===== config.mk =====
export PLATFORM = sky130hd
export DESIGN_NAME = rswaf_function
export DESIGN_NICKNAME = d
export VERILOG_FILES = /design/src/hw/rswaf_pkg.sv /design/src/hw/axis_if.sv /design/src/hw/stream_fifo.sv /design/src/hw/scaled_diff.sv /design/src/hw/sech2_lut.sv /design/src/hw/rswaf_function.sv
export SDC_FILE = /design/constraint.sdc
export NUM_CORES = 1
export LEC_CHECK = 0
export BUFFER_PORTS_ARGS = -buffer_cell sky130_fd_sc_hd__buf_2
export CAP_MARGIN = 20
export CORE_MARGIN = 1
export CORE_UTILIZATION = 30
export DETAILED_ROUTE_END_ITERATION = 8
export PLACE_DENSITY = 0.64
export SLEW_MARGIN = 25
export SYNTH_ARGS = -nofsm -noshare
export SYNTH_HDL_FRONTEND = slang
export SYNTH_SLANG_ARGS = --single-unit

===== constraint.sdc =====
create_clock -name clk -period 3.05 [get_ports clk]
set_input_delay 0.1525 -clock clk [delete_from_list [all_inputs] [get_ports clk]]
set_output_delay 0.1525 -clock clk [all_outputs]
set_load 0.03 [all_outputs]

===== src/hw/sech2_table.mem =====
// One Q4.12 word per line: sech2(i/16) for i = 0 to 63
1000
0ff0
0fc1
0f73
0f0a
0e89
0df2
0d4a
0c95
0bd7
0b14
0a4f
098c
08cc
0813
0761
06b8
061a
0585
04fc
047d
0408
039d
033c
02e4
0295
024d
020c
01d2
019e
0170
0146
0121
0100
00e3
00c9
00b2
009e
008b
007b
006d
0060
0055
004b
0042
003b
0034
002e
0028
0024
0020
001c
0019
0016
0013
0011
000f
000d
000c
000a
0009
0008
0007
0006

===== src/hw/rswaf_pkg.sv =====
package rswaf_pkg;

  // Q4.12 is used by every stage
  localparam int DATA_W    = 16;
  localparam int FRAC_BITS = 12;

  // Signed input sample
  typedef logic signed [DATA_W-1:0] sample_t;

  // Unsigned magnitude and sech2 result
  typedef logic [DATA_W-1:0] mag_t;

  // x - grid needs one extra bit
  localparam int DIFF_W = DATA_W + 1;

  // Full width of difference times scale
  localparam int PROD_W = DIFF_W + DATA_W;

  // Input buffering per stream
  localparam int FIFO_DEPTH = 8;
  localparam int FIFO_PTR_W = $clog2(FIFO_DEPTH);
  localparam int FIFO_CNT_W = FIFO_PTR_W + 1;

  // Table covers magnitudes below 4.0 in steps of 1/16
  localparam int LUT_ADDR_W = 6;
  localparam int LUT_DEPTH  = 64;

  // Relative to the directory the simulator runs in
  localparam string LUT_FILE = "/design/src/hw/sech2_table.mem";

endpackage


===== src/hw/axis_if.sv =====
interface axis_if
  import rswaf_pkg::*;
();

  // One Q4.12 word per transfer
  logic [DATA_W-1:0] data;
  logic              valid;
  logic              ready;
  logic              last;

  modport source (
    output data,
    output valid,
    output last,
    input  ready
  );

  modport sink (
    input  data,
    input  valid,
    input  last,
    output ready
  );

endinterface


===== src/hw/stream_fifo.sv =====
module stream_fifo
  import rswaf_pkg::*;
(
  input logic    clk,
  input logic    reset,
  axis_if.sink   in_s,
  axis_if.source out_s
);

  // Each entry keeps last above the data word
  logic [DATA_W:0]       mem [FIFO_DEPTH];
  logic [FIFO_PTR_W-1:0] wr_ptr;
  logic [FIFO_PTR_W-1:0] rd_ptr;
  logic [FIFO_CNT_W-1:0] count;
  logic                  out_valid;
  logic [DATA_W-1:0]     out_data;
  logic                  out_last;
  logic                  push;
  logic                  pop;

  assign in_s.ready = (count < FIFO_CNT_W'(FIFO_DEPTH));
  assign push       = in_s.valid && in_s.ready;

  // Refill the output register when it is empty or being taken
  assign pop = (count != '0) && (!out_valid || out_s.ready);

  always_ff @(posedge clk) begin
    if (push) begin
      mem[wr_ptr] <= {in_s.last, in_s.data};
    end
  end

  always_ff @(posedge clk) begin
    if (reset) begin
      wr_ptr    <= '0;
      rd_ptr    <= '0;
      count     <= '0;
      out_valid <= 1'b0;
    end else begin
      if (push) begin
        wr_ptr <= wr_ptr + 1'b1;
      end
      if (pop) begin
        rd_ptr <= rd_ptr + 1'b1;
      end
      if (push && !pop) begin
        count <= count + 1'b1;
      end else if (pop && !push) begin
        count <= count - 1'b1;
      end
      if (pop) begin
        out_valid <= 1'b1;
      end else if (out_s.ready) begin
        out_valid <= 1'b0;
      end
    end
  end

  always_ff @(posedge clk) begin
    if (pop) begin
      {out_last, out_data} <= mem[rd_ptr];
    end
  end

  assign out_s.valid = out_valid;
  assign out_s.data  = out_data;
  assign out_s.last  = out_last;

  a_count_bound: assert property (@(posedge clk) disable iff (reset)
    count <= FIFO_CNT_W'(FIFO_DEPTH));

  // Offered item is held until the consumer takes it
  a_out_stable: assert property (@(posedge clk) disable iff (reset)
    out_valid && !out_s.ready |=> out_valid && $stable(out_data) && $stable(out_last));

endmodule


===== src/hw/scaled_diff.sv =====
module scaled_diff
  import rswaf_pkg::*;
(
  input logic    clk,
  input logic    reset,
  axis_if.sink   data_s,
  axis_if.sink   grid_s,
  axis_if.sink   scale_s,
  axis_if.source diff_s
);

  // Stage 1 registers
  logic                     s1_valid;
  logic                     s1_last;
  logic signed [DIFF_W-1:0] s1_diff;
  sample_t                  s1_scale;

  // Stage 2 registers
  logic                     s2_valid;
  logic                     s2_last;
  mag_t                     s2_mag;

  logic                     s1_ready;
  logic                     s2_ready;
  logic                     take_all;
  logic signed [DIFF_W-1:0] x_minus_grid;
  logic signed [PROD_W-1:0] product;
  logic signed [PROD_W-1:0] shifted;
  logic        [PROD_W-1:0] magnitude;
  mag_t                     sat_mag;

  // A stage advances when its register is empty or being taken
  assign s2_ready = !s2_valid || diff_s.ready;
  assign s1_ready = !s1_valid || s2_ready;

  // Join one item from each queue, all on the same edge
  assign take_all = data_s.valid && grid_s.valid && scale_s.valid && s1_ready;

  assign data_s.ready  = take_all;
  assign grid_s.ready  = take_all;
  assign scale_s.ready = take_all;

  // Sign extend both operands by one bit
  assign x_minus_grid = {data_s.data[DATA_W-1], data_s.data}
                      - {grid_s.data[DATA_W-1], grid_s.data};

  always_ff @(posedge clk) begin
    if (reset) begin
      s1_valid <= 1'b0;
    end else if (s1_ready) begin
      s1_valid <= take_all;
    end
  end

  always_ff @(posedge clk) begin
    if (take_all) begin
      s1_diff  <= x_minus_grid;
      s1_scale <= scale_s.data;
      s1_last  <= data_s.last;
    end
  end

  // Q4.12 times Q4.12 floored back to 12 fractional bits
  assign product = s1_diff * s1_scale;
  assign shifted = product >>> FRAC_BITS;

  assign magnitude = shifted[PROD_W-1] ? -shifted : shifted;

  // Clip to the largest 16-bit magnitude
  assign sat_mag = (|magnitude[PROD_W-1:DATA_W]) ? '1 : magnitude[DATA_W-1:0];

  always_ff @(posedge clk) begin
    if (reset) begin
      s2_valid <= 1'b0;
    end else if (s2_ready) begin
      s2_valid <= s1_valid;
    end
  end

  always_ff @(posedge clk) begin
    if (s2_ready && s1_valid) begin
      s2_mag  <= sat_mag;
      s2_last <= s1_last;
    end
  end

  assign diff_s.valid = s2_valid;
  assign diff_s.data  = s2_mag;
  assign diff_s.last  = s2_last;

  // Stage 2 keeps its item while the lookup stalls
  a_diff_stable: assert property (@(posedge clk) disable iff (reset)
    diff_s.valid && !diff_s.ready |=> diff_s.valid && $stable(diff_s.data)
      && $stable(diff_s.last));

endmodule


===== src/hw/sech2_lut.sv =====
module sech2_lut
  import rswaf_pkg::*;
(
  input  logic  clk,
  input  logic  reset,
  axis_if.sink  diff_s,
  output mag_t  result_data,
  output logic  result_valid,
  input  logic  result_ready,
  output logic  result_last
);

  mag_t                  lut_rom [LUT_DEPTH];
  logic [LUT_ADDR_W-1:0] lut_addr;
  logic                  over_range;
  mag_t                  lut_value;
  logic                  take;

  initial begin
    $readmemh(LUT_FILE, lut_rom);
  end

  // Output register holds one item under stall
  assign diff_s.ready = !result_valid || result_ready;
  assign take         = diff_s.valid && diff_s.ready;

  // Magnitudes of 4.0 and above fall off the table
  assign over_range = |diff_s.data[DATA_W-1:DATA_W-2];

  // Step of 1/16 in Q4.12
  assign lut_addr  = diff_s.data[FRAC_BITS+1 -: LUT_ADDR_W];
  assign lut_value = over_range ? '0 : lut_rom[lut_addr];

  always_ff @(posedge clk) begin
    if (reset) begin
      result_valid <= 1'b0;
    end else if (take) begin
      result_valid <= 1'b1;
    end else if (result_ready) begin
      result_valid <= 1'b0;
    end
  end

  always_ff @(posedge clk) begin
    if (take) begin
      result_data <= lut_value;
      result_last <= diff_s.last;
    end
  end

  a_result_stable: assert property (@(posedge clk) disable iff (reset)
    result_valid && !result_ready |=> result_valid && $stable(result_data)
      && $stable(result_last));

endmodule


===== src/hw/rswaf_function.sv =====
module rswaf_function
  import rswaf_pkg::*;
(
  input  logic    clk,
  input  logic    reset,
  input  sample_t data_data,
  input  logic    data_valid,
  output logic    data_ready,
  input  logic    data_last,
  input  sample_t grid_data,
  input  logic    grid_valid,
  output logic    grid_ready,
  input  logic    grid_last,
  input  sample_t scale_data,
  input  logic    scale_valid,
  output logic    scale_ready,
  input  logic    scale_last,
  output mag_t    result_data,
  output logic    result_valid,
  input  logic    result_ready,
  output logic    result_last
);

  // Input side of each FIFO
  axis_if data_in ();
  axis_if grid_in ();
  axis_if scale_in ();

  // FIFO to pipeline
  axis_if data_q ();
  axis_if grid_q ();
  axis_if scale_q ();

  // Pipeline to lookup
  axis_if diff_s ();

  assign data_in.data  = data_data;
  assign data_in.valid = data_valid;
  assign data_in.last  = data_last;
  assign data_ready    = data_in.ready;

  assign grid_in.data  = grid_data;
  assign grid_in.valid = grid_valid;
  assign grid_in.last  = grid_last;
  assign grid_ready    = grid_in.ready;

  assign scale_in.data  = scale_data;
  assign scale_in.valid = scale_valid;
  assign scale_in.last  = scale_last;
  assign scale_ready    = scale_in.ready;

  stream_fifo data_fifo  (.clk(clk), .reset(reset), .in_s(data_in),  .out_s(data_q));
  stream_fifo grid_fifo  (.clk(clk), .reset(reset), .in_s(grid_in),  .out_s(grid_q));
  stream_fifo scale_fifo (.clk(clk), .reset(reset), .in_s(scale_in), .out_s(scale_q));

  scaled_diff scaled_diff (
    .clk     (clk),
    .reset   (reset),
    .data_s  (data_q),
    .grid_s  (grid_q),
    .scale_s (scale_q),
    .diff_s  (diff_s)
  );

  sech2_lut sech2_lut (
    .clk          (clk),
    .reset        (reset),
    .diff_s       (diff_s),
    .result_data  (result_data),
    .result_valid (result_valid),
    .result_ready (result_ready),
    .result_last  (result_last)
  );

endmodule


==> run summary <==
=========================================================================================
Endpoint of the lowest-slack register-to-register path ..................... grid_fifo.count[3]
Power density normalized to cell area ......................................  937 nW/um^2
Largest net degree at the start of global routing ..........................           29
Startpoint-to-endpoint class of the critical path .......................... register to register
Clock network power share ..................................................        17.6%
TritonCTS clock tree .......................................................        built
Launching element type of the critical path ................................     register
Outcome .................................................................... complete, no violations
Post-synthesis simple-gate area fraction ...................................        15.3%
Proportion of register bits with asynchronous set or reset after synthesis .           0%
FF-to-FF setup slack .......................................................      0.41 ns
Tmin final .................................................................      2.64 ns
CTS sink cnt ...............................................................           36
Number of global-route vias before repair ..................................         1074
Setup violation total in the final timing report ...........................            0
Total wire length after detailed routing ...................................      2.63 mm
Worst endpoint required time ...............................................      3.22 ns
Cell-by-cell listing of the critical path .................................. and4b_4 -> nand2b_1 -> o21ai_0 -> nand2b_1 -> ha_1 -> inv_1 -> ha_1 -> a21oi_1 -> a211oi_1 -> a31oi_1 -> mux2_2
Pin slew with the least headroom to its limit ..............................     0.504 ns
Number of vias per cell after detailed routing .............................         4.33
Post-synthesis to final-layout area growth .................................        8.26%
Internal power consumption .................................................      1200 uW
Yosys reg bits .............................................................           36
Largest cells by area after synthesis ...................................... sky130_fd_sc_hd__dfxtp_1, sky130_fd_sc_hd__edfxtp_1, sky130_fd_sc_hd__nor2_1, sky130_fd_sc_hd__ha_1, sky130_fd_sc_hd__buf_4
Max H-tree Level ...........................................................            2
WL per Instance ............................................................      9.46 um
Switching component of the power ...........................................       720 uW
Total congestion overflow ..................................................            0
Number of port buffers .....................................................           11
Sequential area share after synthesis ......................................        44.4%
Overall power of the completed layout ......................................      1920 uW
Final number of hold-violating endpoints ...................................            0
DRT Pass-1 Iters ...........................................................            4
Multiplexer share of the synthesized area ..................................        7.40%
Post-synthesis cell area ...................................................    1890 um^2
GRT Util Overall ...........................................................        9.04%
Worst Path Max Fanout ......................................................            5
Sequential Power Share .....................................................        37.5%
Worst setup EP type ........................................................     register
Most used standard cells in the synthesized netlist ........................ sky130_fd_sc_hd__nor2_1, sky130_fd_sc_hd__dfxtp_1, sky130_fd_sc_hd__buf_4
Leakage power of the design ................................................  0.000824 uW
Share of the core filled with cells in the final layout ....................        34.2%
# resized after CTS ........................................................            0
Synthesized-area fraction occupied by ao, oa, aoi and oai cells ............        8.53%
Total via count in the routed design .......................................         1205
Std cell rows ..............................................................           28
Max Clk Rate ...............................................................      379 MHz
Clock Skews ................................................................   0.00386 ns
Inserted Clock Buffers .....................................................            5
Net total in the final layout ..............................................          273
Hold Buf Count CTS .........................................................            0
Critical hold path startpoint ..............................................    data_last
Area enclosed by the die boundary ..........................................    6630 um^2
Source-to-sink clock delay at the later pin of the worst-skew pair .........      0.28 ns
Largest stage delay on the critical path ...................................      0.35 ns
Worst reg2reg path startpoint .............................................. scaled_diff.diff_s.valid
CTS Root Buffer Type ....................................................... sky130_fd_sc_hd__clkbuf_8
Critical-path top delay cell ............................................... sky130_fd_sc_hd__mux2_2
Most common flop cell mapped by yosys ...................................... sky130_fd_sc_hd__dfxtp_1
Fraction of power spent switching nets .....................................        37.5%
Maximum resistive drop on vdd ..............................................       285 uV
Xor and xnor area share after synthesis ....................................        4.16%
Placed wire-length estimate ................................................      1.93 mm
Initial antenna violation count ............................................            0
Post-synth cell types ......................................................           29
Num ports ..................................................................           78
Summed negative setup slack over all endpoints .............................         0 ns
Worst-case reg-to-reg path depth ...........................................           11
Post-synthesis cell count ..................................................          191
Inserted Diodes ............................................................            0
Cell depth of the worst min-delay path .....................................            1
Worst slew margin relative to its limit ....................................        66.4%
Number of maximum-capacitance constraint violations ........................            0
Mean Syn Cell Area .........................................................    9.91 um^2
Share of post-route cells with drive strength above 1 ......................        13.3%
Total core area ............................................................    5990 um^2
Initial core utilization ...................................................        31.6%
Die height .................................................................      81.4 um
Final number of max-transition violations ..................................            0
Count of buffering cells on the critical path with inverters included ......            1
Number of remaining DRC errors .............................................            0
Terminating pin of the worst hold path ..................................... data_fifo.mem[2][16]
Combinational fraction of design power .....................................        44.9%
Most common cell in the synthesized netlist ................................ sky130_fd_sc_hd__nor2_1
Top delay family on crit path .............................................. compound AO/OA/AOI/OAI gates
GPL Wtd Cong ...............................................................        0.760
Share of the cycle needed by the critical path after routing ...............        86.5%
Total stage count of the critical path .....................................           11
Post-route antenna net violation count .....................................            0
Combinational family with the most area after synthesis .................... simple AND/OR/NAND/NOR gates
Yosys warning total ........................................................            0
Initial detailed-routing violation count ...................................           50
Arrival time of the worst setup path .......................................      2.81 ns
Global-route wire length before repair .....................................      4.52 mm
Maximum root-to-sink buffer count ..........................................            2
Synth Area in Adders .......................................................        10.4%
Worst hold-check path type ................................................. input pin to register
Worst hold slack across all endpoints ......................................     0.150 ns
Number of flops mapped to enable cells by yosys ............................           12
Setup repair after global routing missed its margin ........................        false
Horizontal die dimension ...................................................      81.4 um
Portion of synthesized cell area occupied by the leading cell type .........        25.4%
Number of filler instances in the final layout .............................          637
Clock-pin slew of the registers on the worst-case setup and hold paths .....      0.07 ns
Yosys top cell by area ..................................................... sky130_fd_sc_hd__dfxtp_1
# Post-CTS Setup Buffers ...................................................            0
=========================================================================================
## cells in the final DEF, fill, tap and decap left out, types with 4 or more instances in the layout
cell type	n
sky130_fd_sc_hd__buf_2	11
sky130_fd_sc_hd__a31oi_1	4
sky130_fd_sc_hd__nand2_1	4
sky130_fd_sc_hd__inv_1	9
sky130_fd_sc_hd__mux2i_1	5
sky130_fd_sc_hd__dfxtp_1	24
sky130_fd_sc_hd__clkbuf_8	6
sky130_fd_sc_hd__ha_1	11
sky130_fd_sc_hd__nor2_1	38
sky130_fd_sc_hd__nor2b_1	5
sky130_fd_sc_hd__xor2_1	4
sky130_fd_sc_hd__a21oi_1	11
sky130_fd_sc_hd__mux2_2	4
sky130_fd_sc_hd__xnor2_1	5
sky130_fd_sc_hd__edfxtp_1	12
sky130_fd_sc_hd__conb_1	16
sky130_fd_sc_hd__nand2b_1	7
## through the flow
stage / cell area [um^2] / setup WS, ns / cells
floorplan: 1950 / 0.496 / 206
global placement: 1960 / 0.451 / 270
detailed placement: 1960 / 0.415 / 270
CTS: 2050 / 0.400 / 278
global route: 2050 / 0.243 / 278
finish: 2050 / 0.413 / 278
## layout make-up
class | count | area (um^2) | area share [%]
Inverter | 9 | 33.8 | 1.65
Tap cell | 75 | 93.8 | 4.58
Timing Repair Buffer | 12 | 62.6 | 3.05
Clock buffer | 8 | 90.1 | 4.40
Multi-Input combinational cell | 138 | 928 | 45.3
Sequential cell | 36 | 841 | 41.0
## sequential cells by signal (all words and copies together), names as in the netlist, 3 cells and up
name	flops
data_fifo.wr_ptr	3
scale_fifo.count	4
data_fifo.mem	8
data_fifo.count	4
data_fifo.rd_ptr	3
grid_fifo.count	4
## kinds of logic (layout without fill, tap and decap cells)
kind of cell               after synthesis  after routing
and+or+nand+nor                         63             63
DFF                                     36             36
buffers and inverters                   32             29
AOI/OAI and AO/OA                       25             25
adders and majority gates               14             14
muxes                                   11             11
xor gates and xnor gates                 9              9
other                                    1             16
## routing by layer
metal | up-vias | part of all wire, % | track usage, %
met3 | 2 | 4.5 | 3.67
met5 | - | 0 | 0
li1 | 636 | - | -
met4 | 0 | 0.72 | 3.21
met1 | 548 | 46 | 10.3
met2 | 19 | 49 | 15.2
## power by group through the flow
stage,combinational [uW],sequential (uW),clock (uW)
finish,862,720,339
global route,988,739,380
CTS,871,723,354
detailed placement,865,733,0
global placement,850,729,0
floorplan,752,707,0
## worst max-delay path by stage
stage,start,to,slack [ns]
2_1_floorplan,sech2_lut.result_valid,grid_fifo.count[3],0.50
3_3_place_gp,scaled_diff.diff_s.valid,grid_fifo.count[3],0.45
3_5_place_dp,scaled_diff.diff_s.valid,grid_fifo.count[3],0.41
4_1_cts,scaled_diff.diff_s.valid,grid_fifo.count[3],0.40
5_1_grt,data_fifo.count[0],data_fifo.count[3],0.24
6_report,scaled_diff.diff_s.valid,grid_fifo.count[3],0.41
No activity file was read; power rests on OpenSTA's default activity.
